### src/hdl/div_pkg.sv
// ==================================================
// shared types and widths for the rv64 divider
// op codes, request, prepared job and raw result
// referenced by scoped names from every module
// ==================================================

`default_nettype none

package div_pkg;

  // ================================================
  // widths
  // ================================================
  localparam int unsigned XLEN  = 64;
  localparam int unsigned HALF  = 32;  // word ops
  localparam int unsigned CNT_W = 7;   // holds 64

  // bit 2 remainder, bit 1 word, bit 0 unsigned
  typedef enum logic [2:0] {
    OP_DIV   = 3'b000,
    OP_DIVU  = 3'b001,
    OP_DIVW  = 3'b010,
    OP_DIVUW = 3'b011,
    OP_REM   = 3'b100,
    OP_REMU  = 3'b101,
    OP_REMW  = 3'b110,
    OP_REMUW = 3'b111
  } div_op_e;

  // ================================================
  // transfer structs
  // ================================================
  typedef struct packed {
    div_op_e         op;
    logic [XLEN-1:0] dividend;
    logic [XLEN-1:0] divisor;
  } div_req_t;

  // unsigned job for the core
  typedef struct packed {
    logic [XLEN-1:0]  abs_dividend;  // left-aligned for word ops
    logic [XLEN-1:0]  abs_divisor;
    logic [CNT_W-1:0] iter_count;
    logic             neg_quot;
    logic             neg_rem;
    logic             is_word;
    logic             want_rem;
  } div_job_t;

  typedef struct packed {
    logic [XLEN-1:0] quotient;   // final value when bypass set
    logic [XLEN-1:0] remainder;
    logic            neg_quot;
    logic            neg_rem;
    logic            is_word;
    logic            want_rem;
    logic            bypass;
  } div_raw_t;

endpackage

`default_nettype wire

### src/hdl/div_prep.sv
// ==================================================
// request side of the divider
// four-phase slave, op decode, special cases
// stages one job or one bypass result for the core
// ==================================================

`default_nettype none

module div_prep (
  input  wire                clk,
  input  wire                rst_n,
  input  wire                req_i,
  output logic               ack_o,
  input  wire div_pkg::div_req_t req_data_i,
  output logic               job_valid_o,
  output div_pkg::div_job_t  job_o,
  input  wire                job_ready_i,
  output logic               bypass_valid_o,
  output div_pkg::div_raw_t  bypass_o
);

  logic                      signed_op, is_word, want_rem;
  logic [div_pkg::XLEN-1:0]  a_ext, b_ext, a_abs, b_abs, a_min, spec_val;
  logic                      a_neg, b_neg, div_zero, ovf;
  logic                      stg_valid, stg_byp;
  logic                      accept;

  // ================================================
  // decode, straight from the request bus
  // ================================================
  assign signed_op = ~req_data_i.op[0];
  assign is_word   = req_data_i.op[1];
  assign want_rem  = req_data_i.op[2];

  assign a_ext = is_word ? {{div_pkg::HALF{req_data_i.dividend[div_pkg::HALF-1]}},
                            req_data_i.dividend[div_pkg::HALF-1:0]} : req_data_i.dividend;
  assign b_ext = is_word ? {{div_pkg::HALF{req_data_i.divisor[div_pkg::HALF-1]}},
                            req_data_i.divisor[div_pkg::HALF-1:0]} : req_data_i.divisor;

  assign a_neg = signed_op & a_ext[div_pkg::XLEN-1];
  assign b_neg = signed_op & b_ext[div_pkg::XLEN-1];
  assign a_abs = a_neg ? -a_ext : a_ext;
  assign b_abs = b_neg ? -b_ext : b_ext;

  // most negative value, 64 or 32 bit form
  assign a_min    = is_word ? {{(div_pkg::HALF+1){1'b1}}, {(div_pkg::HALF-1){1'b0}}}
                            : {1'b1, {(div_pkg::XLEN-1){1'b0}}};
  assign div_zero = (b_ext == '0);
  assign ovf      = signed_op & (a_ext == a_min) & (&b_ext);

  // architectural result for the two special cases
  always_comb begin
    if (div_zero) spec_val = want_rem ? a_ext : '1;
    else          spec_val = want_rem ? '0 : a_ext;
  end

  // ================================================
  // four-phase slave and staging register
  // ================================================
  assign accept = req_i & ~ack_o & ~stg_valid;

  always_ff @(posedge clk) begin
    if (rst_n) begin
      ack_o     <= 1'b0;
      stg_valid <= 1'b0;
    end else begin
      if (stg_valid && job_ready_i) stg_valid <= 1'b0;  // core took it
      if (accept) begin
        ack_o     <= 1'b1;
        stg_valid <= 1'b1;
      end else if (!req_i) begin
        ack_o <= 1'b0;
      end
    end
  end

  always_ff @(posedge clk) begin
    if (accept) begin
      stg_byp <= div_zero | ovf;
      job_o   <= '{abs_dividend: is_word ? {a_abs[div_pkg::HALF-1:0], {div_pkg::HALF{1'b0}}}
                                         : a_abs,
                   abs_divisor:  is_word ? {{div_pkg::HALF{1'b0}}, b_abs[div_pkg::HALF-1:0]}
                                         : b_abs,
                   iter_count:   is_word ? div_pkg::CNT_W'(div_pkg::HALF)
                                         : div_pkg::CNT_W'(div_pkg::XLEN),
                   neg_quot:     a_neg ^ b_neg,
                   neg_rem:      a_neg,
                   is_word:      is_word,
                   want_rem:     want_rem};
      bypass_o <= '{quotient: spec_val, remainder: '0, neg_quot: 1'b0, neg_rem: 1'b0,
                    is_word: is_word, want_rem: want_rem, bypass: 1'b1};
    end
  end

  assign job_valid_o    = stg_valid & ~stg_byp;  // never both
  assign bypass_valid_o = stg_valid & stg_byp;

endmodule

`default_nettype wire

### src/hdl/div_core.sv
// ==================================================
// restoring shift-subtract divider core
// one quotient bit per clock on unsigned operands
// bypass results go to the fifo through the same port
// ==================================================

`default_nettype none

module div_core (
  input  wire                    clk,
  input  wire                    rst_n,
  input  wire                    job_valid_i,
  input  wire div_pkg::div_job_t job_i,
  output logic                   job_ready_o,
  input  wire                    bypass_valid_i,
  input  wire div_pkg::div_raw_t bypass_i,
  output logic                   wr_en_o,
  output div_pkg::div_raw_t      wr_data_o,
  input  wire                    full_i
);

  typedef enum logic [1:0] {
    C_IDLE,
    C_ITER,
    C_FIN
  } state_e;

  state_e                        state_q;
  logic [2*div_pkg::XLEN-1:0]    rq_q;      // remainder:quotient
  logic [div_pkg::XLEN-1:0]      dvs_q;
  logic [div_pkg::CNT_W-1:0]     cnt_q;
  logic [3:0]                    flags_q;   // neg_quot, neg_rem, is_word, want_rem
  logic                          byp_sel_q;
  div_pkg::div_raw_t             byp_q;
  logic [div_pkg::XLEN:0]        diff;

  // trial subtract on the shifted upper half
  assign diff = rq_q[2*div_pkg::XLEN-1:div_pkg::XLEN-1] - {1'b0, dvs_q};

  // ================================================
  // state machine
  // ================================================
  always_ff @(posedge clk) begin
    if (rst_n) begin
      state_q   <= C_IDLE;
      cnt_q     <= '0;
      byp_sel_q <= 1'b0;
    end else begin
      case (state_q)
        C_IDLE: begin
          if (bypass_valid_i) begin
            byp_sel_q <= 1'b1;
            state_q   <= C_FIN;
          end else if (job_valid_i) begin
            byp_sel_q <= 1'b0;
            cnt_q     <= job_i.iter_count;
            state_q   <= C_ITER;
          end
        end
        C_ITER: begin
          cnt_q <= cnt_q - 1'b1;
          if (cnt_q == div_pkg::CNT_W'(1)) state_q <= C_FIN;
        end
        C_FIN: if (!full_i) state_q <= C_IDLE;  // hold until fifo has room
        default: state_q <= C_IDLE;
      endcase
    end
  end

  // datapath
  always_ff @(posedge clk) begin
    if (state_q == C_IDLE) begin
      byp_q   <= bypass_i;
      rq_q    <= {{div_pkg::XLEN{1'b0}}, job_i.abs_dividend};
      dvs_q   <= job_i.abs_divisor;
      flags_q <= {job_i.neg_quot, job_i.neg_rem, job_i.is_word, job_i.want_rem};
    end else if (state_q == C_ITER) begin
      if (diff[div_pkg::XLEN]) rq_q <= {rq_q[2*div_pkg::XLEN-2:0], 1'b0};  // restore
      else rq_q <= {diff[div_pkg::XLEN-1:0], rq_q[div_pkg::XLEN-2:0], 1'b1};
    end
  end

  // ================================================
  // output stage
  // ================================================
  assign job_ready_o = (state_q == C_IDLE);
  assign wr_en_o     = (state_q == C_FIN) & ~full_i;

  always_comb begin
    if (byp_sel_q) wr_data_o = byp_q;
    else wr_data_o = '{quotient:  rq_q[div_pkg::XLEN-1:0],
                       remainder: rq_q[2*div_pkg::XLEN-1:div_pkg::XLEN],
                       neg_quot:  flags_q[3],
                       neg_rem:   flags_q[2],
                       is_word:   flags_q[1],
                       want_rem:  flags_q[0],
                       bypass:    1'b0};
  end

endmodule

`default_nettype wire

### src/hdl/div_result_fifo.sv
// ==================================================
// in-order buffer of raw results
// sits between the core and the result formatter
// DEPTH must be a power of two, 2 or more
// ==================================================

`default_nettype none

module div_result_fifo #(
  parameter int unsigned DEPTH = 4
) (
  input  wire                    clk,
  input  wire                    rst_n,
  input  wire                    wr_en_i,
  input  wire div_pkg::div_raw_t wr_data_i,
  output logic                   full_o,
  input  wire                    rd_en_i,
  output logic                   rd_valid_o,
  output div_pkg::div_raw_t      rd_data_o
);

  localparam int unsigned AW = $clog2(DEPTH);

  div_pkg::div_raw_t mem [DEPTH];
  logic [AW-1:0]     wr_ptr, rd_ptr;
  logic [AW:0]       count;
  logic              do_wr, do_rd;

  assign do_wr = wr_en_i & ~full_o;
  assign do_rd = rd_en_i & rd_valid_o;

  // pointers wrap on their own width
  always_ff @(posedge clk) begin
    if (rst_n) begin
      wr_ptr <= '0;
      rd_ptr <= '0;
      count  <= '0;
    end else begin
      if (do_wr) wr_ptr <= wr_ptr + 1'b1;
      if (do_rd) rd_ptr <= rd_ptr + 1'b1;
      if (do_wr && !do_rd)      count <= count + 1'b1;
      else if (do_rd && !do_wr) count <= count - 1'b1;
    end
  end

  always_ff @(posedge clk) begin
    if (do_wr) mem[wr_ptr] <= wr_data_i;
  end

  assign full_o     = (count == (AW+1)'(DEPTH));
  assign rd_valid_o = (count != '0);
  assign rd_data_o  = mem[rd_ptr];  // show-ahead

endmodule

`default_nettype wire

### src/hdl/div_post.sv
// ==================================================
// result formatting and four-phase result master
// restores signs, picks quotient or remainder
// sign-extends word results
// ==================================================

`default_nettype none

module div_post (
  input  wire                          clk,
  input  wire                          rst_n,
  input  wire                          rd_valid_i,
  input  wire div_pkg::div_raw_t       rd_data_i,
  output logic                         rd_en_o,
  output logic                         res_req_o,
  input  wire                          res_ack_i,
  output logic [div_pkg::XLEN-1:0]     res_data_o
);

  typedef enum logic [1:0] {
    P_IDLE,
    P_REQ,
    P_DROP
  } state_e;

  state_e                    state_q;
  logic [div_pkg::XLEN-1:0]  val, mag, fmt;
  logic                      neg;

  // ================================================
  // formatting
  // ================================================
  assign val = rd_data_i.want_rem ? rd_data_i.remainder : rd_data_i.quotient;
  assign neg = rd_data_i.want_rem ? rd_data_i.neg_rem : rd_data_i.neg_quot;
  assign mag = neg ? -val : val;

  always_comb begin
    if (rd_data_i.bypass)       fmt = rd_data_i.quotient;  // already final
    else if (rd_data_i.is_word) fmt = {{div_pkg::HALF{mag[div_pkg::HALF-1]}},
                                       mag[div_pkg::HALF-1:0]};
    else                        fmt = mag;
  end

  // ================================================
  // four-phase master
  // ================================================
  assign rd_en_o = (state_q == P_IDLE) & rd_valid_i;

  always_ff @(posedge clk) begin
    if (rst_n) begin
      state_q   <= P_IDLE;
      res_req_o <= 1'b0;
    end else begin
      case (state_q)
        P_IDLE: if (rd_valid_i) begin
          res_req_o <= 1'b1;
          state_q   <= P_REQ;
        end
        P_REQ: if (res_ack_i) begin
          res_req_o <= 1'b0;
          state_q   <= P_DROP;
        end
        P_DROP: if (!res_ack_i) state_q <= P_IDLE;  // ack low again
        default: state_q <= P_IDLE;
      endcase
    end
  end

  always_ff @(posedge clk) begin
    if (rd_en_o) res_data_o <= fmt;
  end

endmodule

`default_nettype wire

### src/hdl/div_unit.sv
// ==================================================
// top level of the rv64 M-extension divider
// four-phase request in, four-phase result out
// FIFO_DEPTH sets the result buffer size
// ==================================================

`default_nettype none

module div_unit #(
  parameter int unsigned FIFO_DEPTH = 4
) (
  input  wire                      clk,
  input  wire                      rst_n,
  input  wire                      req_i,
  output logic                     ack_o,
  input  wire div_pkg::div_req_t   req_data_i,
  output logic                     res_req_o,
  input  wire                      res_ack_i,
  output logic [div_pkg::XLEN-1:0] res_data_o
);

  logic              job_valid, job_ready, bypass_valid;
  div_pkg::div_job_t job;
  div_pkg::div_raw_t bypass, wr_data, rd_data;
  logic              wr_en, full, rd_valid, rd_en;

  div_prep u_prep (
    .clk(clk), .rst_n(rst_n),
    .req_i(req_i), .ack_o(ack_o), .req_data_i(req_data_i),
    .job_valid_o(job_valid), .job_o(job), .job_ready_i(job_ready),
    .bypass_valid_o(bypass_valid), .bypass_o(bypass)
  );

  div_core u_core (
    .clk(clk), .rst_n(rst_n),
    .job_valid_i(job_valid), .job_i(job), .job_ready_o(job_ready),
    .bypass_valid_i(bypass_valid), .bypass_i(bypass),
    .wr_en_o(wr_en), .wr_data_o(wr_data), .full_i(full)
  );

  div_result_fifo #(.DEPTH(FIFO_DEPTH)) u_fifo (
    .clk(clk), .rst_n(rst_n),
    .wr_en_i(wr_en), .wr_data_i(wr_data), .full_o(full),
    .rd_en_i(rd_en), .rd_valid_o(rd_valid), .rd_data_o(rd_data)
  );

  div_post u_post (
    .clk(clk), .rst_n(rst_n),
    .rd_valid_i(rd_valid), .rd_data_i(rd_data), .rd_en_o(rd_en),
    .res_req_o(res_req_o), .res_ack_i(res_ack_i), .res_data_o(res_data_o)
  );

endmodule

`default_nettype wire

### config.mk
export PLATFORM = sky130hd
export DESIGN_NAME = div_unit
export DESIGN_NICKNAME = d
export VERILOG_FILES = /design/src/hdl/div_pkg.sv /design/src/hdl/div_prep.sv /design/src/hdl/div_core.sv /design/src/hdl/div_result_fifo.sv /design/src/hdl/div_post.sv /design/src/hdl/div_unit.sv
export SDC_FILE = /design/constraint.sdc
export NUM_CORES = 2
export LEC_CHECK = 0
export BUFFER_PORTS_ARGS = -buffer_cell sky130_fd_sc_hd__buf_2
export CORE_MARGIN = 5
export CORE_UTILIZATION = 25
export DETAILED_ROUTE_END_ITERATION = 8
export GPL_ROUTABILITY_DRIVEN = 1
export HOLD_SLACK_MARGIN = 0.1
export PLACE_DENSITY = 0.37
export SLEW_MARGIN = 10
export SYNTH_ARGS = -nofsm -noshare
export SYNTH_HDL_FRONTEND = slang
export SYNTH_SLANG_ARGS = --single-unit
### constraint.sdc
create_clock -name clk -period 17.75 [get_ports clk]
set_clock_uncertainty 0.1 [all_clocks]
set_input_delay 3.55 -clock clk [delete_from_list [all_inputs] [get_ports clk]]
set_output_delay 3.55 -clock clk [all_outputs]
set_load 0.05 [all_outputs]
; ---- Yosys cells after proc, flatten, opt, wreduce, memory -nomap -nowiden
; Memory sizes are Yosys's and may differ from the RTL's. A register that Yosys moved wholly into a read port is not among the register bits.
; Index checks and enable logic that the tools add are counted.
[word_totals]
ff_bits = 552
mem_bits_rw = 532
mem_count = 1
inputBits = 135
[op_classes]
reduce_logical = 20
n_eq_ne = 16
bitwise = 19
add_sub_neg = 9
muxes = 46
[mem_list]
columns = memory, depth, width, read_ports, rd_clocked_by_memory_dff, write_ports, line_no
row1 = u_fifo.mem, 4, 133, 1, 1, 1, div_result_fifo.sv:24  ; div_pkg::div_raw_t mem [DEPTH];
[ops]
columns = cell, n
row1 = two-way mux 64 bit, 14
row2 = negator 64 bit, 3
row3 = two-way mux 133 bit, 1
row4 = two-way mux 128 bit, 1
row5 = subtractor 65 x 64 -> 65 bit, 1
row6 = equality test 64 bit, 1
row7 = zero test 64 bit, 1
row8 = AND reduction 64 bit, 1
row9 = two-way mux 63 bit, 1
row10 = two-way mux 7 bit, 3
row11 = two-way mux 2 bit, 9
row12 = case mux 7 bit (2 select lines), 1
row13 = bitwise AND 1 bit, 12
row14 = inequality test 2 bit (second input constant), 6
row15 = case mux 2 bit (3 select lines), 2
row16 = AND reduction 3 bit, 4
row17 = two-way mux 1 bit, 11
row18 = nonzero test 2 bit, 5
row19 = equality test 7 x 1 -> 1 bit (second input constant), 1
row20 = subtractor 7 x 1 -> 7 bit (second input constant), 1
row21 = two-way mux 3 bit, 2
row22 = NOT 1 bit, 5
row23 = adder 2 x 1 -> 2 bit (second input constant), 2
row24 = equality test 2 x 1 -> 1 bit (second input constant), 2
row25 = 14 further kinds, 20

; ---- Depth between registers and ports, before layout
[logic_depth]
word_depth = 8
ltp_mapped = 19

; ---- Cells and area by module
; Synthesis repeated with hierarchy kept, for this count alone.
[hier_totals]
hier_cells = 4086
hier_area_um2 = 55349.3
[modules_own_cells]
columns = mod, area_each_um2, seq_area_each_um2, instances, cells_per_inst
row1 = div_result_fifo, 19628.8, 16155.5, 1, 743
row2 = div_core, 17601.9, 9439.1, 1, 1491
row3 = div_prep, 11947.7, 5985.7, 1, 1124
row4 = div_post, 6170.9, 1981.9, 1, 728

; ---- Least setup slack after synthesis
; Ideal clock, no wire load.
[synth_path]
path_kind = input-to-reg
from = in req_i
to = reg u_prep.bypass_o[100] (netlist name), enable pin
setup_ns = 1.043
n_path_buf = 0
required_time_ns = 16.607
slack_ns = -1.094
cell_stages = 1
t_arrival_ns = 17.701
cell_sequence = nor3b_1
[synth_between]
elab_chain_cells = 2
[synth_rtl]
columns = item, line_no
row1 = from (decl), div_unit.sv:14  ; input wire req_i,
row2 = bitwise AND 1 bit (2 in a row), div_prep.sv:60  ; assign accept = req_i & ~ack_o & ~stg_valid;
row3 = to (signal assigned), div_prep.sv:90  ; bypass_o <= '{quotient: spec_val, remainder: '0, neg_quot: 1'b0, neg_rem: 1'b0,
row4 = to (decl), div_prep.sv:19  ; output div_pkg::div_raw_t bypass_o
; Every way passes these cells.
; A chain may end at the register's enable or synchronous reset.

; ---- Final worst setup path
[layout_path]
from = in req_data_i[8] (netlist name)
to = reg u_prep.bypass_o[93] (netlist name), data pin
[layout_between]
elab_chain_cells = 3
[layout_rtl]
columns = item, line_no
row1 = from (decl), div_unit.sv:16  ; input wire div_pkg::div_req_t req_data_i,
row2 = two-way mux 64 bit, div_prep.sv:37  ; assign b_ext = is_word ? {{div_pkg::HALF{req_data_i.divisor[div_pkg::HALF-1]}},
row3 = zero test 64 bit, div_prep.sv:48  ; assign div_zero = (b_ext == '0);
row4 = two-way mux 64 bit, div_prep.sv:53  ; if (div_zero) spec_val = want_rem ? a_ext : '1;
row5 = "via u_prep.spec_val, one bit", div_prep.sv:23  ; logic [div_pkg::XLEN-1:0] a_ext, b_ext, a_abs, b_abs, a_min, spec_val;
; The timed path passes the listed nets, and every way through them passes these cells.

==> results_dict.tcl <==
set metrics [dict create \
    synth.most_common_cell "edfxtp_1" \
    top_layer "met5" \
    cp-start-kind "primary input" \
    io-pin-count 201 \
    clock_latency_ns 0.76 \
    synth_mux_area_share_pct 10.1 \
    setup_violations 0 \
    crit_path_max_fanout 32 \
    ys_ff_latch 1078 \
    max_slew_margin_pct 26.0 \
    die_area_mm2 0.214 \
    synth_top_area_share_pct 58.0 \
    timing.max_cap.violations 0 \
    antenna_found_initial 21 \
    cp-end-kind "flop" \
    wl_met1_mm 87.4 \
    ir_drop_v 0.000130 \
    powerDensity_mw_per_mm2 133 \
    period_needed_ns 7.11 \
    ys_top_cells_by_area "edfxtp_1 58%, mux4_2 5.8%, dfxtp_1 3.4%" \
    synthFlopType "edfxtp_1" \
    cts_buffer_depth 3 \
    hold_viol 0 \
    grt_max_degree 138 \
    vias 32600 \
    whs_ns 0.307 \
    tightest_slew_ns 1.11 \
    num_rows 166 \
    synth_nets 4121 \
    area_delta_synth_final_pct 15.3 \
    synthXorXnorAreaFrac_pct 3.86 \
    dp_hpwl_mm 126 \
    start_util_pct 25.1 \
    tritoncts "built" \
    syn_inst 3909 \
    wl_per_cell_um 25.2 \
    clkTransAtPathRegs_ns 0.06 \
    cp.arrival_ns 7.62 \
    die_x_um 463 \
    wl_met2_mm 72.0 \
    holdCritPathClass "flop to flop" \
    syn_avg_cell_area_um2 13.1 \
    rr_worst_depth 11 \
    layout-drive-gt1-share_pct 17.9 \
    io_buffer_count 200 \
    yosysTopAreaCell "edfxtp_1" \
    nNetsFinal 4280 \
    cp_slowest_cell "or4_4" \
    htree_num_levels 3 \
    viasPerCell 4.76 \
    cpMostUsedCell "or4_4" \
    drc 0 \
    grt_pass1_vias 32600 \
    synth_edf_count 990 \
    dr_wl_met3_mm 8.39 \
    synthAdderAreaFrac_pct 2.30 \
    cts.sink_count 1078 \
    grt_use_total_pct 15.7 \
    fill_cells 20700 \
    ys_async_sr_fraction_pct 0 \
    post_cts_resized 0 \
    min_path_cells 0 \
    ys_top_cells_by_count "990 x edfxtp_1, 286 x a21oi_1, 268 x nor2_1" \
    critical_path_class "primary input to flop" \
    drtAntennaViolNets 0 \
    yosysSeqAreaShare_pct 61.5 \
    outcome "complete, no violations" \
    crit_required_ns 18.26 \
    yosys.area_share.simple_pct 9.31 \
    worstPathCellList "buf_2 -> or4_4 -> or4_1 -> or4_4 -> or3_4 -> o21bai_4 -> nor2_4 -> and2_4 -> nand4_4 -> nor2_2 -> buf_4 -> o21a_1" \
    slew_viol_final 0 \
    die_h_um 463 \
    setup_tns_ns 0 \
    cts_setup_buffers 0 \
    grt_pass1_wl_mm 247 \
    gp_congestion 0.856 \
    cts_hold_buf 0 \
    clockRootBuffer "clkbuf_16" \
    critPathMaxStageDelay_ns 0.65 \
    drt-pass1-iter-count 8 \
    synth_compound_area_share_pct 10.3 \
    cts_buffers 119 \
    drt_iter0_drc 2799 \
    period_share_pct 40.1 \
    ys_warn_count 0 \
    power_leakage_nw 19.9 \
    core_area_mm2 0.204 \
    synth_top_family_by_area "compound AO/OA/AOI/OAI gates" \
    syn_area_mm2 0.0512 \
    rsz0062_at_grt "no" \
    max_freq_mhz 141 \
    overflow 0 \
    routed_wl_mm 173 \
    yosysUniqueCellTypes 92 \
]
## state kept, by name, summed over array words and instances, names as in the netlist, 3 cells and up, named ones only
name / count
u_core.flags_q: 4
u_fifo.count: 3
u_core.rq_q: 128
u_core.cnt_q: 7
u_core.dvs_q: 64
u_post.res_data_o: 64
u_prep.job_o: 133
u_fifo.mem: 532
u_core.byp_q: 64
u_prep.bypass_o: 64
## worst max-delay path, delay by kind of cell
family	cells	cell delay, ns
AO/OA/AOI/OAI	2	0.40
AND/OR/NAND/NOR	8	3.15
buffers and inverters	2	0.49
## path summary, 6_finish.rpt
path / start / end / slack [ns]
max: req_data_i[8] / u_prep.bypass_o[93] / 10.64
min: u_prep.bypass_o[102] / u_core.byp_q[102] / 0.31
max reg2reg: flop / u_post.res_data_o[56] / 11.14
min reg2reg: u_prep.bypass_o[102] / u_core.byp_q[102] / 0.31
## final cells by class
cell class	count	area [um2]	area share [%]
antenna	7	17.5	0.0297
clock buffer	146	3100	5.25
clock inverter	76	746	1.26
inverter	137	514	0.871
multi-input combinational	2482	18400	31.2
sequential	1078	31500	53.3
tap	2688	3360	5.69
timing repair buffer	250	1420	2.40
## logic make-up after synthesis
family,Yosys count
buf+inv,349
flops,1078
fa+ha+maj,96
simple gates,967
compound gates,859
mux,334
xor+xnor,226
## report_power, final
group          total (mW)  internal [mW]  switching (mW)
clock network        2.46           1.38            1.08
logic                2.14          0.656            1.48
registers            3.25           3.11           0.136
total                7.85           5.15            2.70
## per-stage QoR
stage	worst slack (ns)	area (um2)	util (%)	instances	power, mW
5_1_grt	10.49	59100	28.9	6858	8.23
2_1_floorplan	5.95	51200	-	3909	4.68
3_5_place_dp	9.88	55200	27.0	6635	5.49
6_report	10.64	59100	28.9	6864	7.85
4_1_cts	10.71	59100	28.9	6857	7.99
3_3_place_gp	9.90	55200	27.0	6635	5.49
## cell usage in the layout (no fill, tap or decap), types with 25 or more instances in the layout
cell type / count
nor2b_1: 77
buf_4: 48
nand2_1: 251
xnor2_1: 130
o22ai_1: 32
o21a_1: 49
clkbuf_1: 25
nor3_1: 72
ha_1: 75
nand3_1: 45
nor2_1: 266
nor4_1: 35
o21ai_0: 214
a21oi_1: 285
mux4_2: 130
buf_2: 199
o211ai_1: 26
mux2i_1: 69
dfxtp_1: 84
o31ai_1: 41
clkinv_1: 29
inv_1: 133
xor2_1: 95
edfxtp_1: 990
a21o_1: 34
nand4_1: 40
clkbuf_16: 119
or3_1: 26
and2_1: 34
mux2_2: 133
## metal layers
metal / global-route usage [%] / vias up
met5: 0 / -
met4: 5.04 / 6
met3: 2.32 / 193
met2: 22.6 / 907
met1: 24.1 / 16300
li1: - / 15200
Note: power is estimated with default switching activity, not from simulation.
